==> config.mk <==
export PLATFORM = sky130hd
export DESIGN_NAME = spisreg_top
export DESIGN_NICKNAME = d
export VERILOG_FILES = /design/src/source/spisreg_pkg.sv /design/src/source/buf_if.sv /design/src/source/spisreg_top.sv /design/src/source/xfer_timer.sv /design/src/source/flush_ctrl.sv /design/src/source/spis_reg.sv /design/src/source/spis_fifo.sv /design/src/source/levelsync.sv
export SDC_FILE = /design/constraint.sdc
export NUM_CORES = 2
export LEC_CHECK = 0
export BUFFER_PORTS_ARGS = -buffer_cell sky130_fd_sc_hd__buf_2
export CORE_MARGIN = 4
export CORE_UTILIZATION = 50
export CTS_CLUSTER_SIZE = 16
export DETAILED_ROUTE_END_ITERATION = 10
export PLACE_DENSITY = 0.67
export SLEW_MARGIN = 5
export SYNTH_ARGS = -nofsm -noshare
export SYNTH_HDL_FRONTEND = slang
export SYNTH_SLANG_ARGS = --single-unit
==> constraint.sdc <==
create_clock -name s_avmm_clk -period 9.4 [get_ports s_avmm_clk]
set_clock_uncertainty 0.1 [all_clocks]
set_input_delay 1.88 -clock s_avmm_clk [delete_from_list [all_inputs] [get_ports s_avmm_clk]]
set_output_delay 1.88 -clock s_avmm_clk [all_outputs]
set_load 0.01 [all_outputs]
==> src/source/spisreg_pkg.sv <==
////////////////////////////////////////////////////////////////////////////
// shared types and constants of the spi slave register block
// address map, s_cmd and s_status bit layout, buffer sizing, watchdog
////////////////////////////////////////////////////////////////////////////
package spisreg_pkg;

	typedef logic [31:0] data_t;	// buffer and register word
	typedef logic [15:0] addr_t;

	// buffer sizing
	localparam int BUF_DEPTH = 64;
	localparam int CNT_W     = $clog2(BUF_DEPTH) + 1;	// holds 0..BUF_DEPTH

	// buffer windows
	localparam addr_t WBUF_LO = 16'h0200;
	localparam addr_t WBUF_HI = 16'h09FF;
	localparam addr_t RBUF_LO = 16'h1000;
	localparam addr_t RBUF_HI = 16'h17FF;

	// register map
	localparam addr_t REG_CMD    = 16'h0000;
	localparam addr_t REG_STATUS = 16'h0004;
	localparam addr_t REG_DIAG0  = 16'h0008;
	localparam addr_t REG_DIAG1  = 16'h000C;

	// s_cmd fields
	localparam int CMD_BRST_HI  = 31;
	localparam int CMD_BRST_LO  = 24;
	localparam int CMD_SEL_HI   = 20;
	localparam int CMD_SEL_LO   = 19;
	localparam int CMD_OFS_HI   = 18;
	localparam int CMD_OFS_LO   = 2;
	localparam int CMD_RDNWR    = 1;
	localparam int CMD_TRANSVLD = 0;

	// s_status fields
	localparam int ST_WCNT_LO = 0;
	localparam int ST_RCNT_LO = 8;
	localparam int ST_WOVF    = 16;
	localparam int ST_WUDF    = 17;
	localparam int ST_ROVF    = 18;
	localparam int ST_RUDF    = 19;
	localparam int ST_TIMEOUT = 20;

	// watchdog, cycles of an open transaction before it is dropped
	localparam int CMD_TIMEOUT = 256;
	localparam int TMR_W       = 9;

endpackage
==> src/source/buf_if.sv <==
////////////////////////////////////////////////////////////////////////////
// buffer interface, push/pop side plus flags, fill count and flush
////////////////////////////////////////////////////////////////////////////
`timescale 1ns/1ps

interface buf_if
	import spisreg_pkg::*;
#(
	parameter type payload_t = data_t
) ();

	logic             push;
	logic             pop;
	payload_t         wrdata;
	logic             flush;	// from flush_ctrl
	payload_t         rddata;	// head of the buffer
	logic [CNT_W-1:0] count;
	logic             full;
	logic             empty;
	logic             overflow;	// sticky
	logic             underflow;	// sticky

	modport fifo (input push, pop, wrdata, flush,
		output rddata, count, full, empty, overflow, underflow);

	modport ctrl (output push, pop, wrdata,
		input rddata, full, empty);

	modport mon (input count, full, empty, overflow, underflow, flush);

endinterface

==> src/source/spisreg_top.sv <==
////////////////////////////////////////////////////////////////////////////
// spi slave register block top
// strobe sync, address decode, write/read buffers, registers, flush, watchdog
////////////////////////////////////////////////////////////////////////////
`timescale 1ns/1ps

module spisreg_top
	import spisreg_pkg::*;
(
	input  logic        s_avmm_clk,
	input  logic        s_avmm_rst_n,
	// spi side, levels from the shifter domain
	input  logic        spi_write,
	input  logic        spi_read,
	input  logic        ssn_off,
	input  addr_t       spi_wr_addr,
	input  addr_t       spi_rd_addr,
	input  data_t       mosi_data,
	output data_t       miso_data,
	// avmm side
	input  logic        avb2reg_write,
	input  logic        avb2reg_read,
	input  addr_t       avb2reg_addr,
	input  data_t       avb2reg_rdata,
	output data_t       reg2avb_wdata,
	input  data_t       dbg_bus0,
	input  data_t       dbg_bus1,
	input  logic        avmmtransvld_up,
	output logic [7:0]  avmm_brstlen,
	output logic [1:0]  avmm_sel,
	output logic [16:0] avmm_offset,
	output logic        avmm_rdnwr,
	output logic        avmm_transvld,
	output logic        avmm_active
);

	logic  spi_wr_rise;
	logic  spi_rd_rise;
	logic  ssn_off_rise;
	logic  spi_wr_wbuf;
	logic  spi_rd_rbuf;
	logic  avb_wbuf;
	logic  avb_rbuf;
	addr_t reg_addr;
	data_t reg_rdata;
	data_t s_cmd;
	data_t miso_buf;
	logic  miso_from_reg;	// miso shows the register read, else the buffer word
	logic  xfer_timeout;

	buf_if #(.payload_t(data_t)) wbuf_if ();
	buf_if #(.payload_t(data_t)) rbuf_if ();

	function automatic logic in_window(addr_t a, addr_t lo, addr_t hi);
		return (a >= lo) && (a <= hi);
	endfunction

	levelsync u_sync_wr  (.s_avmm_clk, .s_avmm_rst_n, .level(spi_write),
		.synced(), .rise(spi_wr_rise));
	levelsync u_sync_rd  (.s_avmm_clk, .s_avmm_rst_n, .level(spi_read),
		.synced(), .rise(spi_rd_rise));
	levelsync u_sync_ssn (.s_avmm_clk, .s_avmm_rst_n, .level(ssn_off),
		.synced(), .rise(ssn_off_rise));

	//////////////////////////////////////////////////////////////////////////
	// address decode and buffer push/pop
	//////////////////////////////////////////////////////////////////////////
	assign spi_wr_wbuf = in_window(spi_wr_addr, WBUF_LO, WBUF_HI);
	assign spi_rd_rbuf = in_window(spi_rd_addr, RBUF_LO, RBUF_HI);
	assign avb_wbuf    = in_window(avb2reg_addr, WBUF_LO, WBUF_HI);
	assign avb_rbuf    = in_window(avb2reg_addr, RBUF_LO, RBUF_HI);

	assign wbuf_if.push   = spi_wr_rise & spi_wr_wbuf;	// spi master fills
	assign wbuf_if.wrdata = mosi_data;
	assign wbuf_if.pop    = avb2reg_read & avb_wbuf;	// avmm drains
	assign rbuf_if.push   = avb2reg_write & avb_rbuf;
	assign rbuf_if.wrdata = avb2reg_rdata;
	assign rbuf_if.pop    = spi_rd_rise & spi_rd_rbuf;

	// a read in the same cycle as a write takes the address
	assign reg_addr = spi_rd_rise ? spi_rd_addr : spi_wr_addr;

	spis_fifo #(.payload_t(data_t), .DEPTH(BUF_DEPTH)) u_wbuf (
		.s_avmm_clk, .s_avmm_rst_n, .bus(wbuf_if));
	spis_fifo #(.payload_t(data_t), .DEPTH(BUF_DEPTH)) u_rbuf (
		.s_avmm_clk, .s_avmm_rst_n, .bus(rbuf_if));

	spis_reg u_reg (
		.s_avmm_clk, .s_avmm_rst_n,
		.wr              (spi_wr_rise),
		.rd              (spi_rd_rise & ~spi_rd_rbuf),
		.addr            (reg_addr),
		.wdata           (mosi_data),
		.rdata           (reg_rdata),
		.avmmtransvld_up,
		.timeout         (xfer_timeout),
		.ssn_off         (ssn_off_rise),
		.dbg_bus0, .dbg_bus1,
		.wbuf            (wbuf_if),
		.rbuf            (rbuf_if),
		.s_cmd
	);

	flush_ctrl u_flush (
		.s_avmm_clk, .s_avmm_rst_n, .s_cmd, .avmmtransvld_up,
		.ssn_off    (ssn_off_rise),
		.wbuf       (wbuf_if),
		.rbuf       (rbuf_if),
		.wbuf_flush (wbuf_if.flush),
		.rbuf_flush (rbuf_if.flush)
	);

	xfer_timer u_timer (.s_avmm_clk, .s_avmm_rst_n, .run(s_cmd[CMD_TRANSVLD]),
		.done(avmmtransvld_up), .timeout(xfer_timeout));

	//////////////////////////////////////////////////////////////////////////
	// output registers, a pop of an empty buffer leaves them unchanged
	//////////////////////////////////////////////////////////////////////////
	always_ff @(posedge s_avmm_clk or negedge s_avmm_rst_n) begin
		if (!s_avmm_rst_n)
			miso_from_reg <= 1'b1;
		else if (spi_rd_rise && !spi_rd_rbuf)
			miso_from_reg <= 1'b1;
		else if (rbuf_if.pop && !rbuf_if.empty)
			miso_from_reg <= 1'b0;
	end

	always_ff @(posedge s_avmm_clk) begin
		if (rbuf_if.pop && !rbuf_if.empty)
			miso_buf <= rbuf_if.rddata;
	end

	assign miso_data = miso_from_reg ? reg_rdata : miso_buf;

	always_ff @(posedge s_avmm_clk or negedge s_avmm_rst_n) begin
		if (!s_avmm_rst_n)
			reg2avb_wdata <= '0;
		else if (wbuf_if.pop && !wbuf_if.empty)
			reg2avb_wdata <= wbuf_if.rddata;
	end

	// s_cmd field split
	assign avmm_brstlen  = s_cmd[CMD_BRST_HI:CMD_BRST_LO];
	assign avmm_sel      = s_cmd[CMD_SEL_HI:CMD_SEL_LO];
	assign avmm_offset   = s_cmd[CMD_OFS_HI:CMD_OFS_LO];
	assign avmm_rdnwr    = s_cmd[CMD_RDNWR];
	assign avmm_transvld = s_cmd[CMD_TRANSVLD];
	assign avmm_active   = avmm_transvld;

endmodule

==> src/source/xfer_timer.sv <==
////////////////////////////////////////////////////////////////////////////
// watchdog for an avmm transaction that never completes
////////////////////////////////////////////////////////////////////////////
`timescale 1ns/1ps

module xfer_timer
	import spisreg_pkg::*;
(
	input  logic s_avmm_clk,
	input  logic s_avmm_rst_n,
	input  logic run,
	input  logic done,
	output logic timeout
);

	logic [TMR_W-1:0] cnt;
	logic             counting;

	assign counting = run & ~done;

	always_ff @(posedge s_avmm_clk or negedge s_avmm_rst_n) begin
		if (!s_avmm_rst_n) begin
			cnt     <= '0;
			timeout <= 1'b0;
		end else begin
			timeout <= counting && (cnt == TMR_W'(CMD_TIMEOUT - 1));	// single pulse
			if (!counting)
				cnt <= '0;
			else if (cnt != TMR_W'(CMD_TIMEOUT))
				cnt <= cnt + 1'b1;	// parks at CMD_TIMEOUT
		end
	end

	// transvld is cleared only on the edge after the pulse
	a_timeout_run: assert property (@(posedge s_avmm_clk) disable iff (!s_avmm_rst_n)
		timeout |-> run)
		else $error("watchdog fired with no transaction open");

endmodule

==> src/source/flush_ctrl.sv <==
////////////////////////////////////////////////////////////////////////////
// command tracking fsm, flushes the buffers when a command ends
////////////////////////////////////////////////////////////////////////////
`timescale 1ns/1ps

module flush_ctrl
	import spisreg_pkg::*;
(
	input  logic  s_avmm_clk,
	input  logic  s_avmm_rst_n,
	input  data_t s_cmd,
	input  logic  avmmtransvld_up,
	input  logic  ssn_off,
	buf_if.mon    wbuf,
	buf_if.mon    rbuf,
	output logic  wbuf_flush,
	output logic  rbuf_flush
);

	typedef enum logic [1:0] {IDLE, CMD_WR, CMD_RD} state_t;

	state_t state;
	state_t state_nxt;
	logic   wempty_d;
	logic   wempty_rise;	// write buffer just drained

	assign wempty_rise = wbuf.empty & ~wempty_d;

	always_ff @(posedge s_avmm_clk or negedge s_avmm_rst_n) begin
		if (!s_avmm_rst_n) begin
			state    <= IDLE;
			wempty_d <= 1'b1;	// buffer is empty out of reset
		end else begin
			state    <= state_nxt;
			wempty_d <= wbuf.empty;
		end
	end

	always_comb begin
		state_nxt  = state;
		wbuf_flush = 1'b0;
		rbuf_flush = 1'b0;
		case (state)
			IDLE: begin
				if (s_cmd[CMD_TRANSVLD])
					state_nxt = s_cmd[CMD_RDNWR] ? CMD_RD : CMD_WR;
			end
			CMD_WR: begin
				rbuf_flush = wempty_rise;
				// a timed-out write drops transvld without avmmtransvld_up
				if (avmmtransvld_up || !s_cmd[CMD_TRANSVLD])
					state_nxt = IDLE;
			end
			CMD_RD: begin
				if (ssn_off) begin
					wbuf_flush = 1'b1;
					rbuf_flush = 1'b1;
					state_nxt  = IDLE;
				end
			end
			default: state_nxt = IDLE;
		endcase
	end

	a_no_idle_flush: assert property (@(posedge s_avmm_clk) disable iff (!s_avmm_rst_n)
		(state == IDLE) |-> !(wbuf.flush || rbuf.flush))
		else $error("buffer flush seen with no command open");

endmodule

==> src/source/spis_reg.sv <==
////////////////////////////////////////////////////////////////////////////
// s_cmd, s_status, s_diag0/1 and the registered spi read mux
////////////////////////////////////////////////////////////////////////////
`timescale 1ns/1ps

module spis_reg
	import spisreg_pkg::*;
(
	input  logic  s_avmm_clk,
	input  logic  s_avmm_rst_n,
	input  logic  wr,
	input  logic  rd,
	input  addr_t addr,
	input  data_t wdata,
	output data_t rdata,
	input  logic  avmmtransvld_up,
	input  logic  timeout,
	input  logic  ssn_off,
	input  data_t dbg_bus0,
	input  data_t dbg_bus1,
	buf_if.mon    wbuf,
	buf_if.mon    rbuf,
	output data_t s_cmd
);

	data_t s_status;
	data_t s_diag0;
	data_t s_diag1;
	logic  timeout_st;

	//////////////////////////////////////////////////////////////////////////
	// command register
	//////////////////////////////////////////////////////////////////////////
	always_ff @(posedge s_avmm_clk or negedge s_avmm_rst_n) begin
		if (!s_avmm_rst_n)
			s_cmd <= '0;
		else if (wr && addr == REG_CMD)
			s_cmd <= wdata;	// a new command wins over the clear
		else if (avmmtransvld_up || timeout)
			s_cmd[CMD_TRANSVLD] <= 1'b0;
	end

	always_ff @(posedge s_avmm_clk or negedge s_avmm_rst_n) begin
		if (!s_avmm_rst_n)
			timeout_st <= 1'b0;
		else if (timeout)
			timeout_st <= 1'b1;
	end

	// debug snapshots
	always_ff @(posedge s_avmm_clk or negedge s_avmm_rst_n) begin
		if (!s_avmm_rst_n) begin
			s_diag0 <= '0;
			s_diag1 <= '0;
		end else begin
			if (ssn_off)
				s_diag0 <= dbg_bus0;	// end of spi frame
			if (avmmtransvld_up)
				s_diag1 <= dbg_bus1;	// end of avmm transaction
		end
	end

	always_comb begin
		s_status                         = '0;
		s_status[ST_WCNT_LO +: CNT_W]    = wbuf.count;
		s_status[ST_RCNT_LO +: CNT_W]    = rbuf.count;
		s_status[ST_WOVF]                = wbuf.overflow;
		s_status[ST_WUDF]                = wbuf.underflow;
		s_status[ST_ROVF]                = rbuf.overflow;
		s_status[ST_RUDF]                = rbuf.underflow;
		s_status[ST_TIMEOUT]             = timeout_st;
	end

	//////////////////////////////////////////////////////////////////////////
	// read mux, unmapped addresses return zero
	//////////////////////////////////////////////////////////////////////////
	always_ff @(posedge s_avmm_clk or negedge s_avmm_rst_n) begin
		if (!s_avmm_rst_n) begin
			rdata <= '0;
		end else if (rd) begin
			case (addr)
				REG_CMD:    rdata <= s_cmd;
				REG_STATUS: rdata <= s_status;
				REG_DIAG0:  rdata <= s_diag0;
				REG_DIAG1:  rdata <= s_diag1;
				default:    rdata <= '0;
			endcase
		end
	end

endmodule

==> src/source/spis_fifo.sv <==
////////////////////////////////////////////////////////////////////////////
// synchronous fifo with show-ahead head word and fill count
// over/underflow are sticky, flush empties without clearing them
////////////////////////////////////////////////////////////////////////////
`timescale 1ns/1ps

module spis_fifo
	import spisreg_pkg::*;
#(
	parameter type payload_t = data_t,
	parameter int  DEPTH     = BUF_DEPTH	// power of two
) (
	input logic s_avmm_clk,
	input logic s_avmm_rst_n,
	buf_if.fifo bus
);

	localparam int AW = $clog2(DEPTH);

	payload_t    mem [DEPTH];
	logic [AW:0] wptr;	// msb is the wrap bit
	logic [AW:0] rptr;
	logic [AW:0] fill;
	logic        do_push;
	logic        do_pop;
	logic        ovf_q;
	logic        udf_q;

	assign fill    = wptr - rptr;
	assign do_push = bus.push & ~bus.full;	// push on full is dropped
	assign do_pop  = bus.pop & ~bus.empty;

	assign bus.count     = CNT_W'(fill);
	assign bus.full      = (fill == (AW+1)'(DEPTH));
	assign bus.empty     = (fill == '0);
	assign bus.rddata    = mem[rptr[AW-1:0]];
	assign bus.overflow  = ovf_q;
	assign bus.underflow = udf_q;

	always_ff @(posedge s_avmm_clk) begin
		if (do_push && !bus.flush)
			mem[wptr[AW-1:0]] <= bus.wrdata;
	end

	always_ff @(posedge s_avmm_clk or negedge s_avmm_rst_n) begin
		if (!s_avmm_rst_n) begin
			wptr <= '0;
			rptr <= '0;
		end else if (bus.flush) begin
			wptr <= '0;	// flush wins over push and pop
			rptr <= '0;
		end else begin
			if (do_push)
				wptr <= wptr + 1'b1;
			if (do_pop)
				rptr <= rptr + 1'b1;
		end
	end

	// sticky error bits, only reset clears them
	always_ff @(posedge s_avmm_clk or negedge s_avmm_rst_n) begin
		if (!s_avmm_rst_n) begin
			ovf_q <= 1'b0;
			udf_q <= 1'b0;
		end else begin
			if (bus.push && bus.full)
				ovf_q <= 1'b1;
			if (bus.pop && bus.empty)
				udf_q <= 1'b1;
		end
	end

	a_fill_range: assert property (@(posedge s_avmm_clk) disable iff (!s_avmm_rst_n)
		fill <= (AW+1)'(DEPTH))
		else $error("fifo fill beyond depth");

	a_flags_excl: assert property (@(posedge s_avmm_clk) disable iff (!s_avmm_rst_n)
		!(bus.empty && bus.full))
		else $error("fifo empty and full together");

endmodule

==> src/source/levelsync.sv <==
////////////////////////////////////////////////////////////////////////////
// two-flop level synchronizer with rising edge pulse
////////////////////////////////////////////////////////////////////////////
`timescale 1ns/1ps

module levelsync (
	input  logic s_avmm_clk,
	input  logic s_avmm_rst_n,
	input  logic level,
	output logic synced,
	output logic rise
);

	logic meta;
	logic sync;
	logic sync_d;	// previous synced value

	always_ff @(posedge s_avmm_clk or negedge s_avmm_rst_n) begin
		if (!s_avmm_rst_n) begin
			meta   <= 1'b0;
			sync   <= 1'b0;
			sync_d <= 1'b0;
		end else begin
			meta   <= level;
			sync   <= meta;
			sync_d <= sync;
		end
	end

	assign synced = sync;
	assign rise   = sync & ~sync_d;	// high for one cycle after the 2nd edge

endmodule

* Word level (Yosys, flattened, before mapping)
Memory sizes are Yosys's and may differ from the RTL's. A register that Yosys moved wholly into a read port is not among the register bits.
Cells that the tools add are included.
** Operators by class
- Add/subtract/negate cells :: 7
- Magnitude comparators :: 8
- Equal/unequal tests :: 13
- Mux-type cells :: 29
- Bitwise gates (word level) :: 24
- Reductions and logical operators :: 35
** Operators by type and width (count)
- case mux 32 bit (4 select lines) :: 1
- 2-to-1 mux 7 bit :: 8
- equality test 16 x 4 -> 1 bit, second input constant :: 2
- >= comparator 16 x 10 -> 1 bit, second input constant :: 2
- >= comparator 16 x 13 -> 1 bit, second input constant :: 2
- <= comparator 16 x 12 -> 1 bit, second input constant :: 2
- <= comparator 16 x 13 -> 1 bit, second input constant :: 2
- 2-to-1 mux 32 bit :: 1
- adder 7 x 1 -> 7 bit, second input constant :: 4
- 2-to-1 mux 9 bit :: 2
- equality test 16 x 3 -> 1 bit, second input constant :: 1
- zero test 16 bit :: 1
- 2-to-1 mux 16 bit :: 1
- logical AND 1 bit :: 15
- AND 1 bit :: 14
- equality test 7 bit, second input constant :: 2
- zero test 7 bit :: 2
- subtractor 7 bit :: 2
- nonzero test 2 bit :: 6
- 2-to-1 mux 1 bit :: 10
- inverter 1 bit :: 10
- adder 9 x 1 -> 9 bit, second input constant :: 1
- equality test 9 x 8 -> 1 bit, second input constant :: 1
- inequality test 9 bit, second input constant :: 1
- other kinds (11) :: 23
** Word-level totals
- Register bits :: 184
- RAM bits :: 4096
- Input port bits :: 184
- Output and inout bits :: 94
- Logic and storage cells :: 146
- Memories :: 2
** Memories
- u_rbuf.mem :: words 64, bits a word 32, rd ports 1, clocked after memory_dff 1, wr ports 1, line spis_fifo.sv:20 : payload_t mem [DEPTH];
- u_wbuf.mem :: words 64, bits a word 32, rd ports 1, clocked after memory_dff 1, wr ports 1, line spis_fifo.sv:20

* Depth between registers and ports, before layout
- Word-level depth :: 8
- Gate-level depth with buffers :: 15
- Mapped depth without buffers :: 11

* By module
A second synthesis with hierarchy kept.
** Unflattened totals
- Cell total of the unflattened synthesis :: 7069
- Area total of the unflattened synthesis :: 167290.4 um^2
** By module, submodules not included
- spis_fifo :: times used 2, cells an instance 3199, area an instance 78745.5 um^2, sequential area each 61899.4 um^2
- spis_reg :: times used 1, cells an instance 407, area an instance 5776.8 um^2, sequential area each 3228.1 um^2
- spisreg_top :: times used 1, cells an instance 176, area an instance 3012.9 um^2, sequential area each 1788.0 um^2
- xfer_timer :: times used 1, cells an instance 56, area an instance 539.3 um^2, sequential area each 250.2 um^2
- levelsync :: times used 3, cells an instance 4, area an instance 88.8 um^2, sequential area each 75.1 um^2
- flush_ctrl :: times used 1, cells an instance 20, area an instance 203.9 um^2, sequential area each 76.3 um^2

* Least setup slack after synthesis
No wires, ideal clock.
- Path type :: register to register
- Start point :: reg u_wbuf.rptr[3]
- End point :: mem u_rbuf.mem[60][0] in the netlist's numbering (enable)
- Library setup time :: 0.502 ns
- Arrival time :: 6.245 ns
- Required time :: 8.798 ns
- Path slack :: 2.553 ns
- Cell stages (with the launch flop) :: 16
- Path buffers :: 6
- Clock period less this slack :: 6.847 ns
- Path through :: dfrtp_1 -> clkbuf_1 -> inv_1 -> buf_1 -> clkbuf_1 -> ha_1 -> o21ai_1 -> a2111oi_0 -> a311oi_1 -> and4_1 -> buf_2 -> nand4b_1 -> a21boi_1 -> buf_2 -> buf_2 -> nor4_1
** Between the ends
- Word-level cells in the longest chain between the ends :: 8
** RTL lines
- start: declaration :: line spis_fifo.sv:22 : logic [AW:0] rptr;
- start signal: assignment :: line spis_fifo.sv:56 : rptr <= rptr + 1'b1;
- subtractor 7 bit :: line spis_fifo.sv:29 : assign fill = wptr - rptr;
- zero test 7 bit :: line spis_fifo.sv:35 : assign bus.empty = (fill == '0);
- AND 1 bit :: line flush_ctrl.sv:27 : assign wempty_rise = wbuf.empty & ~wempty_d;
- case mux 1 bit (2 select lines) :: line flush_ctrl.sv:43 : case (state)
- zero test 1 bit :: line spis_fifo.sv:41 : if (do_push && !bus.flush)
- logical AND 1 bit :: line spis_fifo.sv:41
- 2-to-1 mux 1 bit :: line spis_fifo.sv:41
- 2-to-1 mux 1 bit (not written as such) :: line spis_fifo.sv:42 : mem[wptr[AW-1:0]] <= bus.wrdata;
- end: declaration :: line spis_fifo.sv:20
Every way passes these cells.

* Worst setup path in the final report
- Start point :: reg u_wbuf.rptr[1]
- End point :: mem u_wbuf.mem[33][8] in the netlist's numbering (enable)
** Between the ends
- Word-level cells in the longest chain between the ends :: 7
** RTL lines
- subtractor 7 bit :: line spis_fifo.sv:29
- equality test 7 bit :: line spis_fifo.sv:34 : assign bus.full = (fill == (AW+1)'(DEPTH));
- inverter 1 bit :: line spis_fifo.sv:30 : assign do_push = bus.push & ~bus.full;
- AND 1 bit :: line spis_fifo.sv:30
- logical AND 1 bit :: line spis_fifo.sv:41
- 2-to-1 mux 1 bit :: line spis_fifo.sv:41
- 2-to-1 mux 1 bit (not written as such) :: line spis_fifo.sv:42
- end: declaration :: line spis_fifo.sv:20
Every way passes these cells.

==> out/qor_table.md <==
| Item | This run | Unit |
|:---|:---|:---|
| Status | complete, no violations | - |
| First-pass GRT wire length | 585000 | um |
| Critical Path, Cell by Cell | inv_1 -> ha_1 -> nand2b_1 -> a2111oi_0 -> a311oi_1 -> and4_1 -> a21oi_1 -> nand3b_1 -> nor2_4 -> buf_4 | - |
| Aggregate negative setup slack | 0 | ns |
| Data required time of the worst path | 9.94 | ns |
| Total design power | 45.3 | mW |
| Fillers | 23500 | - |
| CP Buf/Inv Count | 2 | - |
| Number of violations of the max-capacitance limit | 0 | - |
| Maximum number of pins on one net before global-route repair | 170 | - |
| Share of cells above drive strength 1 | 30.9 | % |
| TritonRoute pass-1 iters | 5 | - |
| Antenna violations before repair | 54 | - |
| Number of DRC markers after the initial detailed-route iteration | 9204 | - |
| Cell family with the largest share of critical-path delay | simple AND/OR/NAND/NOR gates | - |
| Routed WL per cell | 32.7 | um |
| Vias in the first global route | 79900 | - |
| Ratio of final minimum period to clock period | 70.1 | % |
| Signal arrival time at the worst endpoint | 7.13 | ns |
| Area taken by flip-flops and latches | 129000 | sq um |
| Mapped Nets | 7528 | - |
| Floorplan die width | 585 | um |
| Leading post-synthesis cells by cell area | sky130_fd_sc_hd__edfxtp_1 (74%), sky130_fd_sc_hd__mux4_2 (15%), sky130_fd_sc_hd__dfrtp_1 (3.2%) | - |
| Remaining Overflow, GRT | 0 | - |
| Number of gates resized after cts | 0 | - |
| Hold bufs inserted after CTS | 0 | - |
| Layout net count | 8004 | - |
| Number of input and output port buffers inserted | 268 | - |
| Detail Placement HPWL | 234000 | um |
| Static Leak | 58.8 | nW |
| Pins over their slew limit | 0 | - |
| Sequential share of power | 47.5 | % |
| Per-cell via count in the routed design | 6.32 | - |
| Distinct cells, synth | 70 | - |
| Internal reg-to-reg setup slack | 2.81 | ns |
| Setup CP Type | reg2reg | - |
| Primary FF master, synth | sky130_fd_sc_hd__edfxtp_1 | - |
| Final-report setup violation count | 0 | - |
| Gp weighted congestion | 0.858 | - |
| Clock Tree Buf Depth | 4 | - |
| Post-Syn Area | 167000 | sq um |
| I/O pin total | 278 | - |
| Internal power contribution | 34.3 | mW |
| Clock share of power | 37.6 | % |
| Clock insertion delay at the later pin of the skew report | 0.97 | ns |
| Post-CTS setup-driven buffer insertion count | 0 | - |
| CTS tree | yes | - |
| Detailed-route wire length | 410000 | um |
| Combinational Power Share | 15.0 | % |
| Final worst hold slack | 0.254 | ns |
| Floorplan core area | 331000 | sq um |
| Share of the synthesized area in the top cell type | 74.3 | % |
| Mean cell area of the mapped netlist | 22.8 | sq um |
| Global-route usage over all layers | 23.8 | % |
| Critical Path Source Type | flip-flop | - |
| Number of standard cells in the layout, taps in and fillers out | 12500 | - |
| Area growth syn-to-layout | 13.0 | % |
| Vias | 79300 | - |
| Number of enable flip-flop cells after synthesis | 4128 | - |
| Cell count after synthesis | 7320 | - |
| Transition time at the pin with the least slew margin | 1.32 | ns |
| Final ANT Viol Nets | 0 | - |
| Clock-pin slew on the worst setup and hold paths | 0.06 | ns |
| Number of placed instances, taps included | 11700 | - |
| Slew margin rel. | 12.1 | % |
| Standard cell with the maximum stage delay on the critical path | sky130_fd_sc_hd__nor2_4 | - |
| Classification of the worst-slack hold path | reg2reg | - |
| Pwr dens | 240 | nW/um^2 |
| CTS H-tree lvls | 5 | - |
| Footprint of the multi-input gates | 36200 | sq um |
| Final core utilization | 56.9 | % |
| Crit-path max FO | 38 | - |
| Num CTS Buffers | 426 | - |
| Tmin final | 6.59 | ns |
| Flop and latch count out of synthesis | 4344 | - |
| Fraction of power spent switching nets | 24.2 | % |
| Final Hold Fails | 0 | - |
| Chip height | 585 | um |
| Total number of yosys warnings | 0 | - |
| Switching power | 11.0 | mW |
| Library cell used as clock root buffer | sky130_fd_sc_hd__clkbuf_16 | - |
| Peak supply drop | 0.243 | mV |
| Sequential fraction of the synthesis area | 77.6 | % |
| Total number of placement rows | 211 | - |
| Crit-path max cell delay | 1.09 | ns |
| Area leader, netlist | sky130_fd_sc_hd__edfxtp_1 | - |
| Post-route DRC | 0 | - |
| Clock Sink Count | 4344 | - |
| Starting utilization of the core area | 50.3 | % |
| Fmax | 152 | MHz |
| Crit path capture type | flip-flop | - |
| Die Outline Area | 343000 | sq um |
| Synth async-reset ratio | 4.97 | % |
| RSZ-0062 raised after global routing | false | - |
## worst paths after layout
path	startpoint	to	depth (start not counted)
hold / removal	u_sync_rd.meta	u_sync_rd.synced	0
max in group asynchronous	s_avmm_rst_n	u_rbuf.rptr[1]	2
setup reg to reg	u_wbuf.rptr[1]	u_wbuf.mem[33][8]	10
min in group asynchronous	s_avmm_rst_n	reg2avb_wdata[21]	1
setup / recovery	u_wbuf.rptr[1]	u_wbuf.mem[33][8]	10
hold reg to reg	u_sync_rd.meta	u_sync_rd.synced	0
## cells in the final DEF (no fill, tap or decap), types with 12 or more instances in the layout
cell type	n
sky130_fd_sc_hd__diode_2	17
sky130_fd_sc_hd__bufinv_16	49
sky130_fd_sc_hd__inv_1	34
sky130_fd_sc_hd__clkbuf_16	429
sky130_fd_sc_hd__clkinvlp_4	13
sky130_fd_sc_hd__nand2_1	141
sky130_fd_sc_hd__mux2_2	100
sky130_fd_sc_hd__clkinv_2	91
sky130_fd_sc_hd__a22oi_1	55
sky130_fd_sc_hd__edfxtp_1	4128
sky130_fd_sc_hd__clkinv_1	104
sky130_fd_sc_hd__clkbuf_8	13
sky130_fd_sc_hd__buf_4	219
sky130_fd_sc_hd__mux4_2	1142
sky130_fd_sc_hd__mux2i_1	127
sky130_fd_sc_hd__nand3_1	40
sky130_fd_sc_hd__o21ai_1	33
sky130_fd_sc_hd__a21oi_1	143
sky130_fd_sc_hd__ha_1	22
sky130_fd_sc_hd__clkbuf_1	67
sky130_fd_sc_hd__mux2_1	32
sky130_fd_sc_hd__nor4_2	63
sky130_fd_sc_hd__a211oi_1	33
sky130_fd_sc_hd__o21ai_0	18
sky130_fd_sc_hd__a221oi_1	64
sky130_fd_sc_hd__o22ai_1	58
sky130_fd_sc_hd__a22o_1	69
sky130_fd_sc_hd__nand4_1	12
sky130_fd_sc_hd__nor2_4	63
sky130_fd_sc_hd__dfrtp_1	206
sky130_fd_sc_hd__xnor2_1	14
sky130_fd_sc_hd__or3_1	12
sky130_fd_sc_hd__o221ai_1	25
sky130_fd_sc_hd__o211ai_1	13
sky130_fd_sc_hd__nor2_1	70
sky130_fd_sc_hd__buf_2	267
## metrics by stage
step / cell area (sq um) / setup slack [ns]
floorplan: 167000 / 2.55
global placement: 174000 / 2.69
detailed placement: 174000 / 2.66
CTS: 188000 / 2.92
global route: 188000 / 2.59
finish: 188000 / 2.81
## final cells by class
class | instances | area share [%]
repair buffers | 498 | 1.71
inverters | 38 | 0.0797
clock buffers | 509 | 5.92
flip-flops and latches | 4344 | 68.7
well taps | 4366 | 2.90
multi-input cells | 2488 | 19.2
diodes | 17 | 0.0226
clock inverters | 285 | 1.51
## cells in the mapped netlist (8+ instances only)
master and number:
sky130_fd_sc_hd__a211oi_1 33, sky130_fd_sc_hd__a21oi_1 144, sky130_fd_sc_hd__a221oi_1 64, sky130_fd_sc_hd__a22o_1 69
sky130_fd_sc_hd__a22oi_1 55, sky130_fd_sc_hd__a32o_1 9, sky130_fd_sc_hd__and3_1 8, sky130_fd_sc_hd__buf_1 52
sky130_fd_sc_hd__buf_2 96, sky130_fd_sc_hd__buf_4 54, sky130_fd_sc_hd__clkbuf_1 245, sky130_fd_sc_hd__dfrtp_1 214
sky130_fd_sc_hd__edfxtp_1 4128, sky130_fd_sc_hd__ha_1 22, sky130_fd_sc_hd__inv_1 35, sky130_fd_sc_hd__mux2_1 32
sky130_fd_sc_hd__mux2_2 100, sky130_fd_sc_hd__mux2i_1 129, sky130_fd_sc_hd__mux4_2 1142, sky130_fd_sc_hd__nand2_1 143
sky130_fd_sc_hd__nand2b_1 8, sky130_fd_sc_hd__nand3_1 41, sky130_fd_sc_hd__nand3b_1 11, sky130_fd_sc_hd__nand4_1 12
sky130_fd_sc_hd__nor2_1 133, sky130_fd_sc_hd__nor3_1 10, sky130_fd_sc_hd__nor4_1 72, sky130_fd_sc_hd__o211ai_1 13
sky130_fd_sc_hd__o21ai_0 18, sky130_fd_sc_hd__o21ai_1 34, sky130_fd_sc_hd__o221ai_1 25, sky130_fd_sc_hd__o22ai_1 58
sky130_fd_sc_hd__or3_1 12, sky130_fd_sc_hd__xnor2_1 14, sky130_fd_sc_hd__xor2_1 8
## power by group through the flow
| stage | logic [mW] | registers, mW | clock network (mW) |
|---|---|---|---|
| finish | 6.78 | 21.5 | 17.0 |
| global route | 7.21 | 21.5 | 18.1 |
| CTS | 6.90 | 21.5 | 17.3 |
| detailed placement | 6.88 | 21.9 | 0 |
| global placement | 6.80 | 21.9 | 0 |
| floorplan | 4.92 | 21.8 | 0 |
## per-layer routing
metal	part of all wire (%)	up-vias	GRT usage, %
li1	-	32200	-
met1	37	42700	31.6
met2	51	3556	39.7
met3	7.3	788	3.58
met4	4.7	22	9.76
met5	0.038	-	0
## cell families after synthesis
group | synth area share, %
AND/OR/NAND/NOR | 1.38
flip-flops | 77.6
buffers and inverters | 1.31
XOR/XNOR | 0.116
AO/OA/AOI/OAI | 2.33
adder cells (fa/ha/maj) | 0.189
multiplexers | 17.1
Note: power is estimated with default switching activity, not from simulation.
